## src/verilog/packet_cfg_pkg.sv

```systemverilog
package packet_cfg_pkg;

	// small point count of a full packet
	localparam int PKT_POINTS = 4;

	// bytes one point takes in a bank
	localparam int BYTES_PER_POINT = 8;

	// byte counter width inside one point
	localparam int BCNT_W = $clog2(BYTES_PER_POINT);

	// one bank holds exactly one full packet
	localparam int BANK_BYTES = PKT_POINTS * BYTES_PER_POINT;

	// two banks per lane buffer
	localparam int BUF_BYTES = 2 * BANK_BYTES;

	// byte address within a bank
	typedef logic [$clog2(BANK_BYTES)-1:0] baddr_t;

	// point count that has to reach PKT_POINTS itself
	typedef logic [$clog2(PKT_POINTS+1)-1:0] pcount_t;

	// closed bank as seen by the drain
	// ready holds until the drain releases it
	typedef struct packed {
		logic    ready;
		pcount_t points;
		logic    bank;
	} bank_status_t;

endpackage

```

## src/verilog/lidar_point_pkg.sv

```systemverilog
package lidar_point_pkg;

	// number of channel lanes
	localparam int N_CHAN = 4;

	// laser number coming from the tdc
	localparam int LASER_W = 4;

	// lane index width follows the lane count
	localparam int CHAN_W = $clog2(N_CHAN);

	// --------------------
	// scalar types
	// --------------------

	// laser number whose low bits pick the lane
	typedef logic [LASER_W-1:0] laser_num_t;

	// lane index
	typedef logic [CHAN_W-1:0] chan_t;

	// --------------------
	// point record
	// --------------------

	// one shot as sampled at the strobe
	// rise time first and laser number last
	typedef struct packed {
		// tdc rise time
		logic [15:0] rise_time;
		// encoder angle of the first axis
		logic [15:0] angle1;
		// encoder angle of the second axis
		logic [15:0] angle2;
		// laser that fired
		laser_num_t  laser_num;
	} point_t;

endpackage
```

## src/verilog/lidar_pkt_top.sv

```systemverilog
`timescale 1ns/1ps

module lidar_pkt_top
	import lidar_point_pkg::*, packet_cfg_pkg::*;
(
	input  logic       i_clk,
	input  logic       i_rst_n,
	input  logic       i_loop_en,
	input  logic       i_pt_stb,
	input  point_t     i_pt,
	output logic       o_pkt_start,
	output chan_t      o_pkt_chan,
	output pcount_t    o_pkt_points,
	output logic       o_byte_vld,
	output logic [7:0] o_byte
);

	// dispatcher to lanes
	logic [N_CHAN-1:0] lane_stb;
	point_t            lane_pt;
	// lanes to drain
	bank_status_t      lane_status [N_CHAN];
	logic [7:0]        lane_rd_data [N_CHAN];
	logic [N_CHAN-1:0] lane_release;
	// shared read address from the drain
	logic              rd_bank;
	baddr_t            rd_addr;

	point_dispatch u_dispatch (
		.i_clk      (i_clk),
		.i_rst_n    (i_rst_n),
		.i_pt_stb   (i_pt_stb),
		.i_pt       (i_pt),
		.o_lane_stb (lane_stb),
		.o_pt       (lane_pt)
	);

	// --------------------
	// channel lanes
	// --------------------
	for (genvar g = 0; g < N_CHAN; g++) begin : g_lane
		logic       wr_en;
		logic       wr_bank;
		baddr_t     wr_addr;
		logic [7:0] wr_data;

		point_packer u_packer (
			.i_clk     (i_clk),
			.i_rst_n   (i_rst_n),
			.i_loop_en (i_loop_en),
			.i_stb     (lane_stb[g]),
			.i_pt      (lane_pt),
			.i_release (lane_release[g]),
			.o_wr_en   (wr_en),
			.o_wr_bank (wr_bank),
			.o_wr_addr (wr_addr),
			.o_wr_data (wr_data),
			.o_status  (lane_status[g])
		);

		pingpong_buf u_buf (
			.i_clk     (i_clk),
			.i_wr_en   (wr_en),
			.i_wr_bank (wr_bank),
			.i_wr_addr (wr_addr),
			.i_wr_data (wr_data),
			.i_rd_bank (rd_bank),
			.i_rd_addr (rd_addr),
			.o_rd_data (lane_rd_data[g])
		);
	end

	packet_drain u_drain (
		.i_clk        (i_clk),
		.i_rst_n      (i_rst_n),
		.i_status     (lane_status),
		.i_rd_data    (lane_rd_data),
		.o_rd_bank    (rd_bank),
		.o_rd_addr    (rd_addr),
		.o_release    (lane_release),
		.o_pkt_start  (o_pkt_start),
		.o_pkt_chan   (o_pkt_chan),
		.o_pkt_points (o_pkt_points),
		.o_byte_vld   (o_byte_vld),
		.o_byte       (o_byte)
	);

endmodule

```

## src/verilog/packet_drain.sv

```systemverilog
`timescale 1ns/1ps

module packet_drain
	import lidar_point_pkg::*, packet_cfg_pkg::*;
(
	input  logic              i_clk,
	input  logic              i_rst_n,
	input  bank_status_t      i_status [N_CHAN],
	input  logic [7:0]        i_rd_data [N_CHAN],
	output logic              o_rd_bank,
	output baddr_t            o_rd_addr,
	output logic [N_CHAN-1:0] o_release,
	output logic              o_pkt_start,
	output chan_t             o_pkt_chan,
	output pcount_t           o_pkt_points,
	output logic              o_byte_vld,
	output logic [7:0]        o_byte
);

	typedef enum logic [1:0] {
		ST_IDLE,
		ST_HEADER,
		ST_STREAM
	} state_t;

	state_t            state;
	// lane being served, also the round-robin origin
	chan_t             cur_chan;
	pcount_t           cur_points;
	baddr_t            last_addr;
	// address was issued last cycle
	logic              rd_vld;
	logic [N_CHAN-1:0] avail;
	logic              found;
	chan_t             pick;
	chan_t             cand;

	// --------------------
	// lane selection
	// --------------------
	always_comb begin
		found = 1'b0;
		pick  = cur_chan;
		cand  = cur_chan;
		// lane in release still shows ready for one cycle
		for (int k = 0; k < N_CHAN; k++) begin
			avail[k] = i_status[k].ready & ~o_release[k];
		end
		// search starts after the last lane served
		for (int i = 1; i <= N_CHAN; i++) begin
			cand = chan_t'((cur_chan + i) % N_CHAN);
			if (!found && avail[cand]) begin
				found = 1'b1;
				pick  = cand;
			end
		end
	end

	// --------------------
	// state machine and read address
	// --------------------
	always_ff @(posedge i_clk or negedge i_rst_n) begin
		if (!i_rst_n) begin
			state     <= ST_IDLE;
			cur_chan  <= chan_t'(N_CHAN - 1);
			o_rd_addr <= '0;
			rd_vld    <= 1'b0;
			o_release <= '0;
		end else begin
			// valid trails the address by the ram latency
			rd_vld    <= (state == ST_HEADER || state == ST_STREAM);
			o_release <= '0;
			case (state)
				ST_IDLE: begin
					if (found) begin
						state     <= ST_HEADER;
						cur_chan  <= pick;
						o_rd_addr <= '0;
					end
				end
				ST_HEADER, ST_STREAM: begin
					// release goes out with the last byte
					if (o_rd_addr == last_addr) begin
						o_release[cur_chan] <= 1'b1;
						state               <= ST_IDLE;
					end else begin
						o_rd_addr <= o_rd_addr + 1'b1;
						state     <= ST_STREAM;
					end
				end
				default: begin
					state <= ST_IDLE;
				end
			endcase
		end
	end

	// packet parameters, latched with the lane
	always_ff @(posedge i_clk) begin
		if (state == ST_IDLE && found) begin
			o_rd_bank  <= i_status[pick].bank;
			cur_points <= i_status[pick].points;
			last_addr  <= baddr_t'(i_status[pick].points * BYTES_PER_POINT - 1);
		end
	end

	assign o_pkt_start  = (state == ST_HEADER);
	assign o_pkt_chan   = cur_chan;
	assign o_pkt_points = cur_points;
	assign o_byte_vld   = rd_vld;
	assign o_byte       = i_rd_data[cur_chan];

endmodule

```

## src/verilog/pingpong_buf.sv

```systemverilog
`timescale 1ns/1ps

module pingpong_buf
	import packet_cfg_pkg::*;
(
	input  logic       i_clk,
	input  logic       i_wr_en,
	input  logic       i_wr_bank,
	input  baddr_t     i_wr_addr,
	input  logic [7:0] i_wr_data,
	input  logic       i_rd_bank,
	input  baddr_t     i_rd_addr,
	output logic [7:0] o_rd_data
);

	// --------------------
	// storage
	// --------------------

	// both banks in one array
	logic [7:0] mem [BUF_BYTES];

	// bank bit on top of the byte address
	logic [$clog2(BUF_BYTES)-1:0] wr_idx;
	logic [$clog2(BUF_BYTES)-1:0] rd_idx;

	assign wr_idx = {i_wr_bank, i_wr_addr};
	assign rd_idx = {i_rd_bank, i_rd_addr};

	// write port, packer side
	always_ff @(posedge i_clk) begin
		if (i_wr_en) begin
			mem[wr_idx] <= i_wr_data;
		end
	end

	// --------------------
	// read port
	// --------------------

	// drain side, data one cycle after the address
	// reads every cycle, the drain tracks which ones count
	always_ff @(posedge i_clk) begin
		o_rd_data <= mem[rd_idx];
	end

endmodule

```

## src/verilog/point_packer.sv

```systemverilog
`timescale 1ns/1ps

module point_packer
	import lidar_point_pkg::*, packet_cfg_pkg::*;
(
	input  logic         i_clk,
	input  logic         i_rst_n,
	input  logic         i_loop_en,
	input  logic         i_stb,
	input  point_t       i_pt,
	input  logic         i_release,
	output logic         o_wr_en,
	output logic         o_wr_bank,
	output baddr_t       o_wr_addr,
	output logic [7:0]   o_wr_data,
	output bank_status_t o_status
);

	// idle   loop off
	// wait   loop on, waiting for a point
	// shift  one byte per cycle into the bank
	// close  hand the bank over, flip to the other
	typedef enum logic [1:0] {
		ST_IDLE,
		ST_WAIT,
		ST_SHIFT,
		ST_CLOSE
	} state_t;

	state_t              state;
	// point word, high byte goes out first
	logic [63:0]         shreg;
	logic [BCNT_W-1:0]   byte_cnt;
	baddr_t              wr_addr;
	pcount_t             pt_cnt;
	pcount_t             pt_cnt_inc;
	logic                wr_bank;
	logic                last_byte;
	logic                pkt_full;
	bank_status_t        status;

	assign last_byte  = (byte_cnt == BCNT_W'(BYTES_PER_POINT - 1));
	assign pt_cnt_inc = pt_cnt + 1'b1;
	// point in flight is the last one of the packet
	assign pkt_full   = (pt_cnt_inc == pcount_t'(PKT_POINTS));

	// --------------------
	// state machine
	// --------------------
	always_ff @(posedge i_clk or negedge i_rst_n) begin
		if (!i_rst_n) begin
			state <= ST_IDLE;
		end else begin
			case (state)
				ST_IDLE: begin
					if (i_loop_en) begin
						state <= ST_WAIT;
					end
				end
				ST_WAIT: begin
					// loop end wins over a point in the same cycle
					if (!i_loop_en) begin
						state <= (pt_cnt != '0) ? ST_CLOSE : ST_IDLE;
					end else if (i_stb) begin
						state <= ST_SHIFT;
					end
				end
				ST_SHIFT: begin
					// a started point always finishes its eight bytes
					if (last_byte) begin
						state <= pkt_full ? ST_CLOSE : ST_WAIT;
					end
				end
				ST_CLOSE: begin
					state <= i_loop_en ? ST_WAIT : ST_IDLE;
				end
				default: begin
					state <= ST_IDLE;
				end
			endcase
		end
	end

	// --------------------
	// counters
	// --------------------
	always_ff @(posedge i_clk or negedge i_rst_n) begin
		if (!i_rst_n) begin
			byte_cnt <= '0;
			wr_addr  <= '0;
			pt_cnt   <= '0;
		end else begin
			// byte index inside the current point
			byte_cnt <= (state == ST_SHIFT) ? byte_cnt + 1'b1 : '0;
			// bank address runs across the points of one packet
			if (state == ST_SHIFT) begin
				wr_addr <= wr_addr + 1'b1;
			end else if (state == ST_CLOSE || state == ST_IDLE) begin
				wr_addr <= '0;
			end
			// count a point once its last byte is written
			if (state == ST_SHIFT && last_byte) begin
				pt_cnt <= pt_cnt_inc;
			end else if (state == ST_CLOSE || state == ST_IDLE) begin
				pt_cnt <= '0;
			end
		end
	end

	// shift register, load on the strobe then drop a byte per cycle
	always_ff @(posedge i_clk) begin
		if (state == ST_WAIT && i_stb) begin
			shreg <= {i_pt.rise_time, i_pt.angle1, i_pt.angle2, 12'h000, i_pt.laser_num};
		end else if (state == ST_SHIFT) begin
			shreg <= {shreg[55:0], 8'h00};
		end
	end

	// --------------------
	// bank handover
	// --------------------
	always_ff @(posedge i_clk or negedge i_rst_n) begin
		if (!i_rst_n) begin
			wr_bank <= 1'b0;
			status  <= '0;
		end else if (state == ST_CLOSE) begin
			// closed bank is the one just written
			status.ready  <= 1'b1;
			status.points <= pt_cnt;
			status.bank   <= wr_bank;
			wr_bank       <= ~wr_bank;
		end else if (i_release) begin
			status.ready <= 1'b0;
		end
	end

	assign o_wr_en   = (state == ST_SHIFT);
	assign o_wr_bank = wr_bank;
	assign o_wr_addr = wr_addr;
	assign o_wr_data = shreg[63:56];
	assign o_status  = status;

endmodule

```

## src/verilog/point_dispatch.sv

```systemverilog
`timescale 1ns/1ps

module point_dispatch
	import lidar_point_pkg::*;
(
	input  logic              i_clk,
	input  logic              i_rst_n,
	input  logic              i_pt_stb,
	input  point_t            i_pt,
	output logic [N_CHAN-1:0] o_lane_stb,
	output point_t            o_pt
);

	// --------------------
	// lane decode
	// --------------------

	// lane number, low bits of the laser number
	chan_t             lane;
	// one-hot strobe before the register
	logic [N_CHAN-1:0] lane_stb_nxt;

	// truncating cast keeps the low bits
	assign lane = chan_t'(i_pt.laser_num);

	always_comb begin
		lane_stb_nxt = '0;
		// only the addressed lane sees the strobe
		if (i_pt_stb) begin
			lane_stb_nxt[lane] = 1'b1;
		end
	end

	// --------------------
	// output registers
	// --------------------

	// strobe vector, one cycle after the input strobe
	always_ff @(posedge i_clk or negedge i_rst_n) begin
		if (!i_rst_n) begin
			o_lane_stb <= '0;
		end else begin
			o_lane_stb <= lane_stb_nxt;
		end
	end

	// point capture
	// held until the next strobe so every lane
	// can load it in the strobe cycle
	always_ff @(posedge i_clk) begin
		if (i_pt_stb) begin
			o_pt <= i_pt;
		end
	end

endmodule

```

## config.mk

```make
export PLATFORM = sky130hd
export DESIGN_NAME = lidar_pkt_top
export DESIGN_NICKNAME = d
export VERILOG_FILES = /design/src/verilog/packet_cfg_pkg.sv /design/src/verilog/lidar_point_pkg.sv /design/src/verilog/lidar_pkt_top.sv /design/src/verilog/packet_drain.sv /design/src/verilog/pingpong_buf.sv /design/src/verilog/point_packer.sv /design/src/verilog/point_dispatch.sv
export SDC_FILE = /design/constraint.sdc
export NUM_CORES = 2
export LEC_CHECK = 0
export ABC_CLOCK_PERIOD_IN_PS = 9000
export BUFFER_PORTS_ARGS = -buffer_cell sky130_fd_sc_hd__buf_2
export CAP_MARGIN = 10
export CORE_MARGIN = 2
export CORE_UTILIZATION = 50
export DETAILED_ROUTE_END_ITERATION = 8
export PLACE_DENSITY_LB_ADDON = 0.1
export RECOVER_POWER = 50
export SLEW_MARGIN = 20
export SYNTH_ARGS = -nofsm -noshare
export SYNTH_HDL_FRONTEND = slang
export SYNTH_SLANG_ARGS = --single-unit
```

## constraint.sdc

```tcl
create_clock -name i_clk -period 9 [get_ports i_clk]
set_clock_uncertainty 0.15 [all_clocks]
set_input_delay 1.8 -clock i_clk [delete_from_list [all_inputs] [get_ports i_clk]]
set_output_delay 1.8 -clock i_clk [all_outputs]
set_load 0.02 [all_outputs]
```

==> summary.md <==
| Metric | Value |
|---|---|
| Result of the run | `finished with violations` |
| Violated checks | `capacitance limit, slew limit` |
| Global-route wire length before repair | `338000 um` |
| Cell total after placement | `7461` |
| Post-CTS Repair Setup Buffers | `0` |
| Die height | `442 um` |
| Hold Vio Cnt, Final | `0` |
| Hold crit path type | `reg -> reg` |
| Max-capacitance violation count | `40` |
| Routed len/inst | `29.4 um` |
| PortBufs | `70` |
| Critical Path Max Stage Delay | `2.24 ns` |
| Netlist Area Pre-Place | `96000 um2` |
| I/O pin count | `71` |
| Normalized max-slew margin | `-145%` |
| Arrival time of the worst setup path | `6.17 ns` |
| Leak Pwr | `0.0332 uW` |
| Avg Cell Area, Syn | `18.9 um2` |
| Combined area of the multi-input logic cells | `21700 um2` |
| Maximum buffer depth of the clock tree | `3` |
| Rows | `160` |
| Total of hold buffers inserted after clock tree synthesis | `0` |
| Peak VDD IR | `0.243 mV` |
| Type of destination of the critical path | `async pin` |
| Via count of the first global-routing pass | `47500` |
| Worst setup SP type | `input pin` |
| Post-route worst hold slack | `0.273 ns` |
| Overflow after GRT | `0` |
| First-iteration detailed-routing DRC count | `5208` |
| Number of instances resized during post-cts repair | `0` |
| Synth-to-Final Area Change | `11.0%` |
| Tot GR Track Use | `23.8%` |
| Cell class contributing the biggest share of worst-path delay | `buffers and inverters` |
| Largest net degree at the start of global routing | `132` |
| Unique cell type count in the Yosys netlist | `60` |
| Class of the most critical setup path | `in -> async` |
| Starting density of the core | `50.4%` |
| Cell mode on critical path | `sky130_fd_sc_hd__clkbuf_1` |
| Via count | `48100` |
| Root buf cell | `sky130_fd_sc_hd__clkbuf_16` |
| Detailed Route WL | `233000 um` |
| FILL cells | `14400` |
| Maximum fanout encountered on the critical timing path | `54` |
| Highest clock frequency the design can meet | `0.169 GHz` |
| Synthesis-stage register bit count | `2456` |
| Antenna violation net count after detailed routing | `0` |
| Antenna violations before repair | `3` |
| Ratio of routed vias to standard cells | `6.07` |
| Cell type with the largest total area after synthesis | `sky130_fd_sc_hd__edfxtp_1` |
| Yosys warns | `0` |
| Maximum level of the CTS H-tree | `4` |
| Number of iterations in the first detailed-routing pass | `6` |
| Cell count after synthesis | `5088` |
| Number of enable flip-flop cells after synthesis | `2314` |
| Share of Yosys cell area claimed by the top area cell type | `72.4%` |
| Clock net sink count | `2456` |
| Number of slew-limit violations in the final report | `2491` |
| Post-route core utilization | `55.9%` |
| Overall die width | `442 um` |
| Most frequent cells after synthesis | `2314 x sky130_fd_sc_hd__edfxtp_1, 535 x sky130_fd_sc_hd__mux4_2, 446 x sky130_fd_sc_hd__nand2_1, 311 x sky130_fd_sc_hd__nor2_1, 241 x sky130_fd_sc_hd__o21ai_0` |
| TritonCTS clock tree | `yes` |
| Flip-flop cell with the highest count after synthesis | `sky130_fd_sc_hd__edfxtp_1` |
| Top-count cell post-synth | `sky130_fd_sc_hd__edfxtp_1` |
| Power per standard cell area | `284 nW/um2` |
| Setup violations, final | `0` |
| Num CTS Buffers | `239` |
| Critical-path cell with the highest stage delay | `sky130_fd_sc_hd__clkbuf_1` |
| Insertion delay of the later-clocked pin in the worst-skew pair | `0.88 ns` |
| Net count after synthesis | `5199` |
| Fraction of final layout cells with drive strength greater than 1 | `19.6%` |
| Transition time at the pin with the least slew margin | `3.68 ns` |
| Slack of the worst reg-to-reg path | `3.64 ns` |
| Sequential cell area | `72800 um2` |
| Half-perimeter wire length after placement | `140000 um` |
| Final instance count without filler cells | `7917` |
| RD Place Congestion | `0.795` |
| DRC errors left | `0` |
| Total Nets Final | `5302` |
| Async S/R FF share, synth | `3.83%` |
| Clock transition at the register clock pins on the worst setup and hold paths after CTS | `0.06 ns` |
| Die area | `195000 um2` |
| Buffers & Inverters on Critical Path | `2` |
| Top cells by area in the synthesized netlist | `sky130_fd_sc_hd__edfxtp_1 72%, sky130_fd_sc_hd__mux4_2 13%, sky130_fd_sc_hd__dfrtp_1 2.4%, sky130_fd_sc_hd__nand2_1 1.7%, sky130_fd_sc_hd__a22oi_1 1.4%` |
| Sequential element share of the synthesized area | `75.9%` |
| Required time reported for the critical path endpoint | `9.24 ns` |
| Setup_tns | `0 ns` |
| Min cycle time layout | `5.93 ns` |
| List of cells traversed by the critical path | `clkbuf_1 > clkbuf_1` |
| Placeable core area | `190000 um2` |
| Post-route clock period utilization | `65.9%` |
| Unrepaired setup endpoints after global routing | `no` |
## cell type report
| cell class | instances | area share, % |
|---|---|---|
| clock inverter | 148 | 1.22 |
| timing repair buffer | 167 | 0.933 |
| inverter | 43 | 0.152 |
| sequential | 2456 | 68.4 |
| tap | 2511 | 2.95 |
| multi-input combinational | 2284 | 20.4 |
| antenna | 1 | 0.00235 |
| clock buffer | 307 | 5.98 |
## flip-flops by register name (all words and copies together), names as in the netlist, 4 cells and up
signal	cells
g_lane.u_buf.mem	2048
g_lane.u_buf.o_rd_data	32
g_lane.u_packer.byte_cnt	12
g_lane.u_packer.o_status	20
g_lane.u_packer.o_wr_addr	20
g_lane.u_packer.o_wr_bank	4
g_lane.u_packer.pt_cnt	12
g_lane.u_packer.shreg	224
g_lane.u_packer.state	8
u_dispatch.o_lane_stb	4
u_dispatch.o_pt	52
u_drain.o_rd_addr	5
u_drain.o_release	4
## routing by layer
metal / GRT usage (%) / vias to the layer above / wire, um
li1: - / 20600 / -
met1: 34.5 / 25400 / 99300
met4: 7.23 / 2 / 7020
met3: 3.33 / 367 / 13700
met2: 37.9 / 1665 / 113000
met5: 0 / - / 13
## per-stage QoR
step / total power, uW / cell area, um2 / worst slack [ns]
3_5_place_dp: 20700 / 99000 / 4.54
3_3_place_gp: 20700 / 99000 / 4.62
6_report: 30300 / 106000 / 3.07
5_1_grt: 31400 / 106000 / 2.24
4_1_cts: 30500 / 107000 / 4.01
2_1_floorplan: 18300 / 96000 / 5.00
## layout by cell type (no fill, tap or decap), types with 33 or more instances in the layout
cell type,Yosys,routed
sky130_fd_sc_hd__dfxtp_1,48,48
sky130_fd_sc_hd__clkbuf_16,0,240
sky130_fd_sc_hd__nand2_1,446,446
sky130_fd_sc_hd__buf_2,42,63
sky130_fd_sc_hd__dfrtp_1,92,87
sky130_fd_sc_hd__nand3_1,48,48
sky130_fd_sc_hd__nor2_1,311,304
sky130_fd_sc_hd__clkinv_2,0,55
sky130_fd_sc_hd__a22oi_1,184,184
sky130_fd_sc_hd__mux4_2,535,535
sky130_fd_sc_hd__mux2i_1,46,46
sky130_fd_sc_hd__ha_1,55,55
sky130_fd_sc_hd__edfxtp_1,2314,2314
sky130_fd_sc_hd__clkinv_1,0,48
sky130_fd_sc_hd__clkbuf_1,196,110
sky130_fd_sc_hd__and3_1,33,33
sky130_fd_sc_hd__buf_4,28,42
sky130_fd_sc_hd__a21oi_1,104,104
sky130_fd_sc_hd__inv_1,43,43
sky130_fd_sc_hd__o21ai_0,241,241
## report_power, final
group	internal [uW]	switching [uW]	total (uW)
clock	5550	4260	9810
combinational	2410	3930	6340
sequential	13600	552	14100
total	21600	8740	30300
## kinds of logic after synthesis
| family | count (synthesis) | share of synthesized area [%] |
|---|---|---|
| DFF | 2456 | 75.9 |
| and+or+nand+nor | 1007 | 4.58 |
| AOI/OAI and AO/OA | 608 | 3.86 |
| muxes | 599 | 13.3 |
| buffers and inverters | 348 | 1.59 |
| adders and majority gates | 55 | 0.717 |
| xor gates and xnor gates | 15 | 0.137 |
## worst paths after layout
path                                                start                              end  cells after the start
hold / removal             g_lane[2].u_packer.byte_cnt[0]   g_lane[2].u_packer.byte_cnt[0]                      1
setup / recovery                                  i_rst_n  g_lane[2].u_packer.o_wr_addr[4]                      2
hold reg to reg            g_lane[2].u_packer.byte_cnt[0]   g_lane[2].u_packer.byte_cnt[0]                      1
min in group asynchronous                         i_rst_n  g_lane[3].u_packer.o_wr_addr[3]                      1
max in group i_clk            g_lane[2].u_packer.state[0]     g_lane[2].u_packer.shreg[28]                      5
setup reg to reg              g_lane[2].u_packer.state[0]     g_lane[2].u_packer.shreg[28]                      5
(Power assumes the default switching activity.)
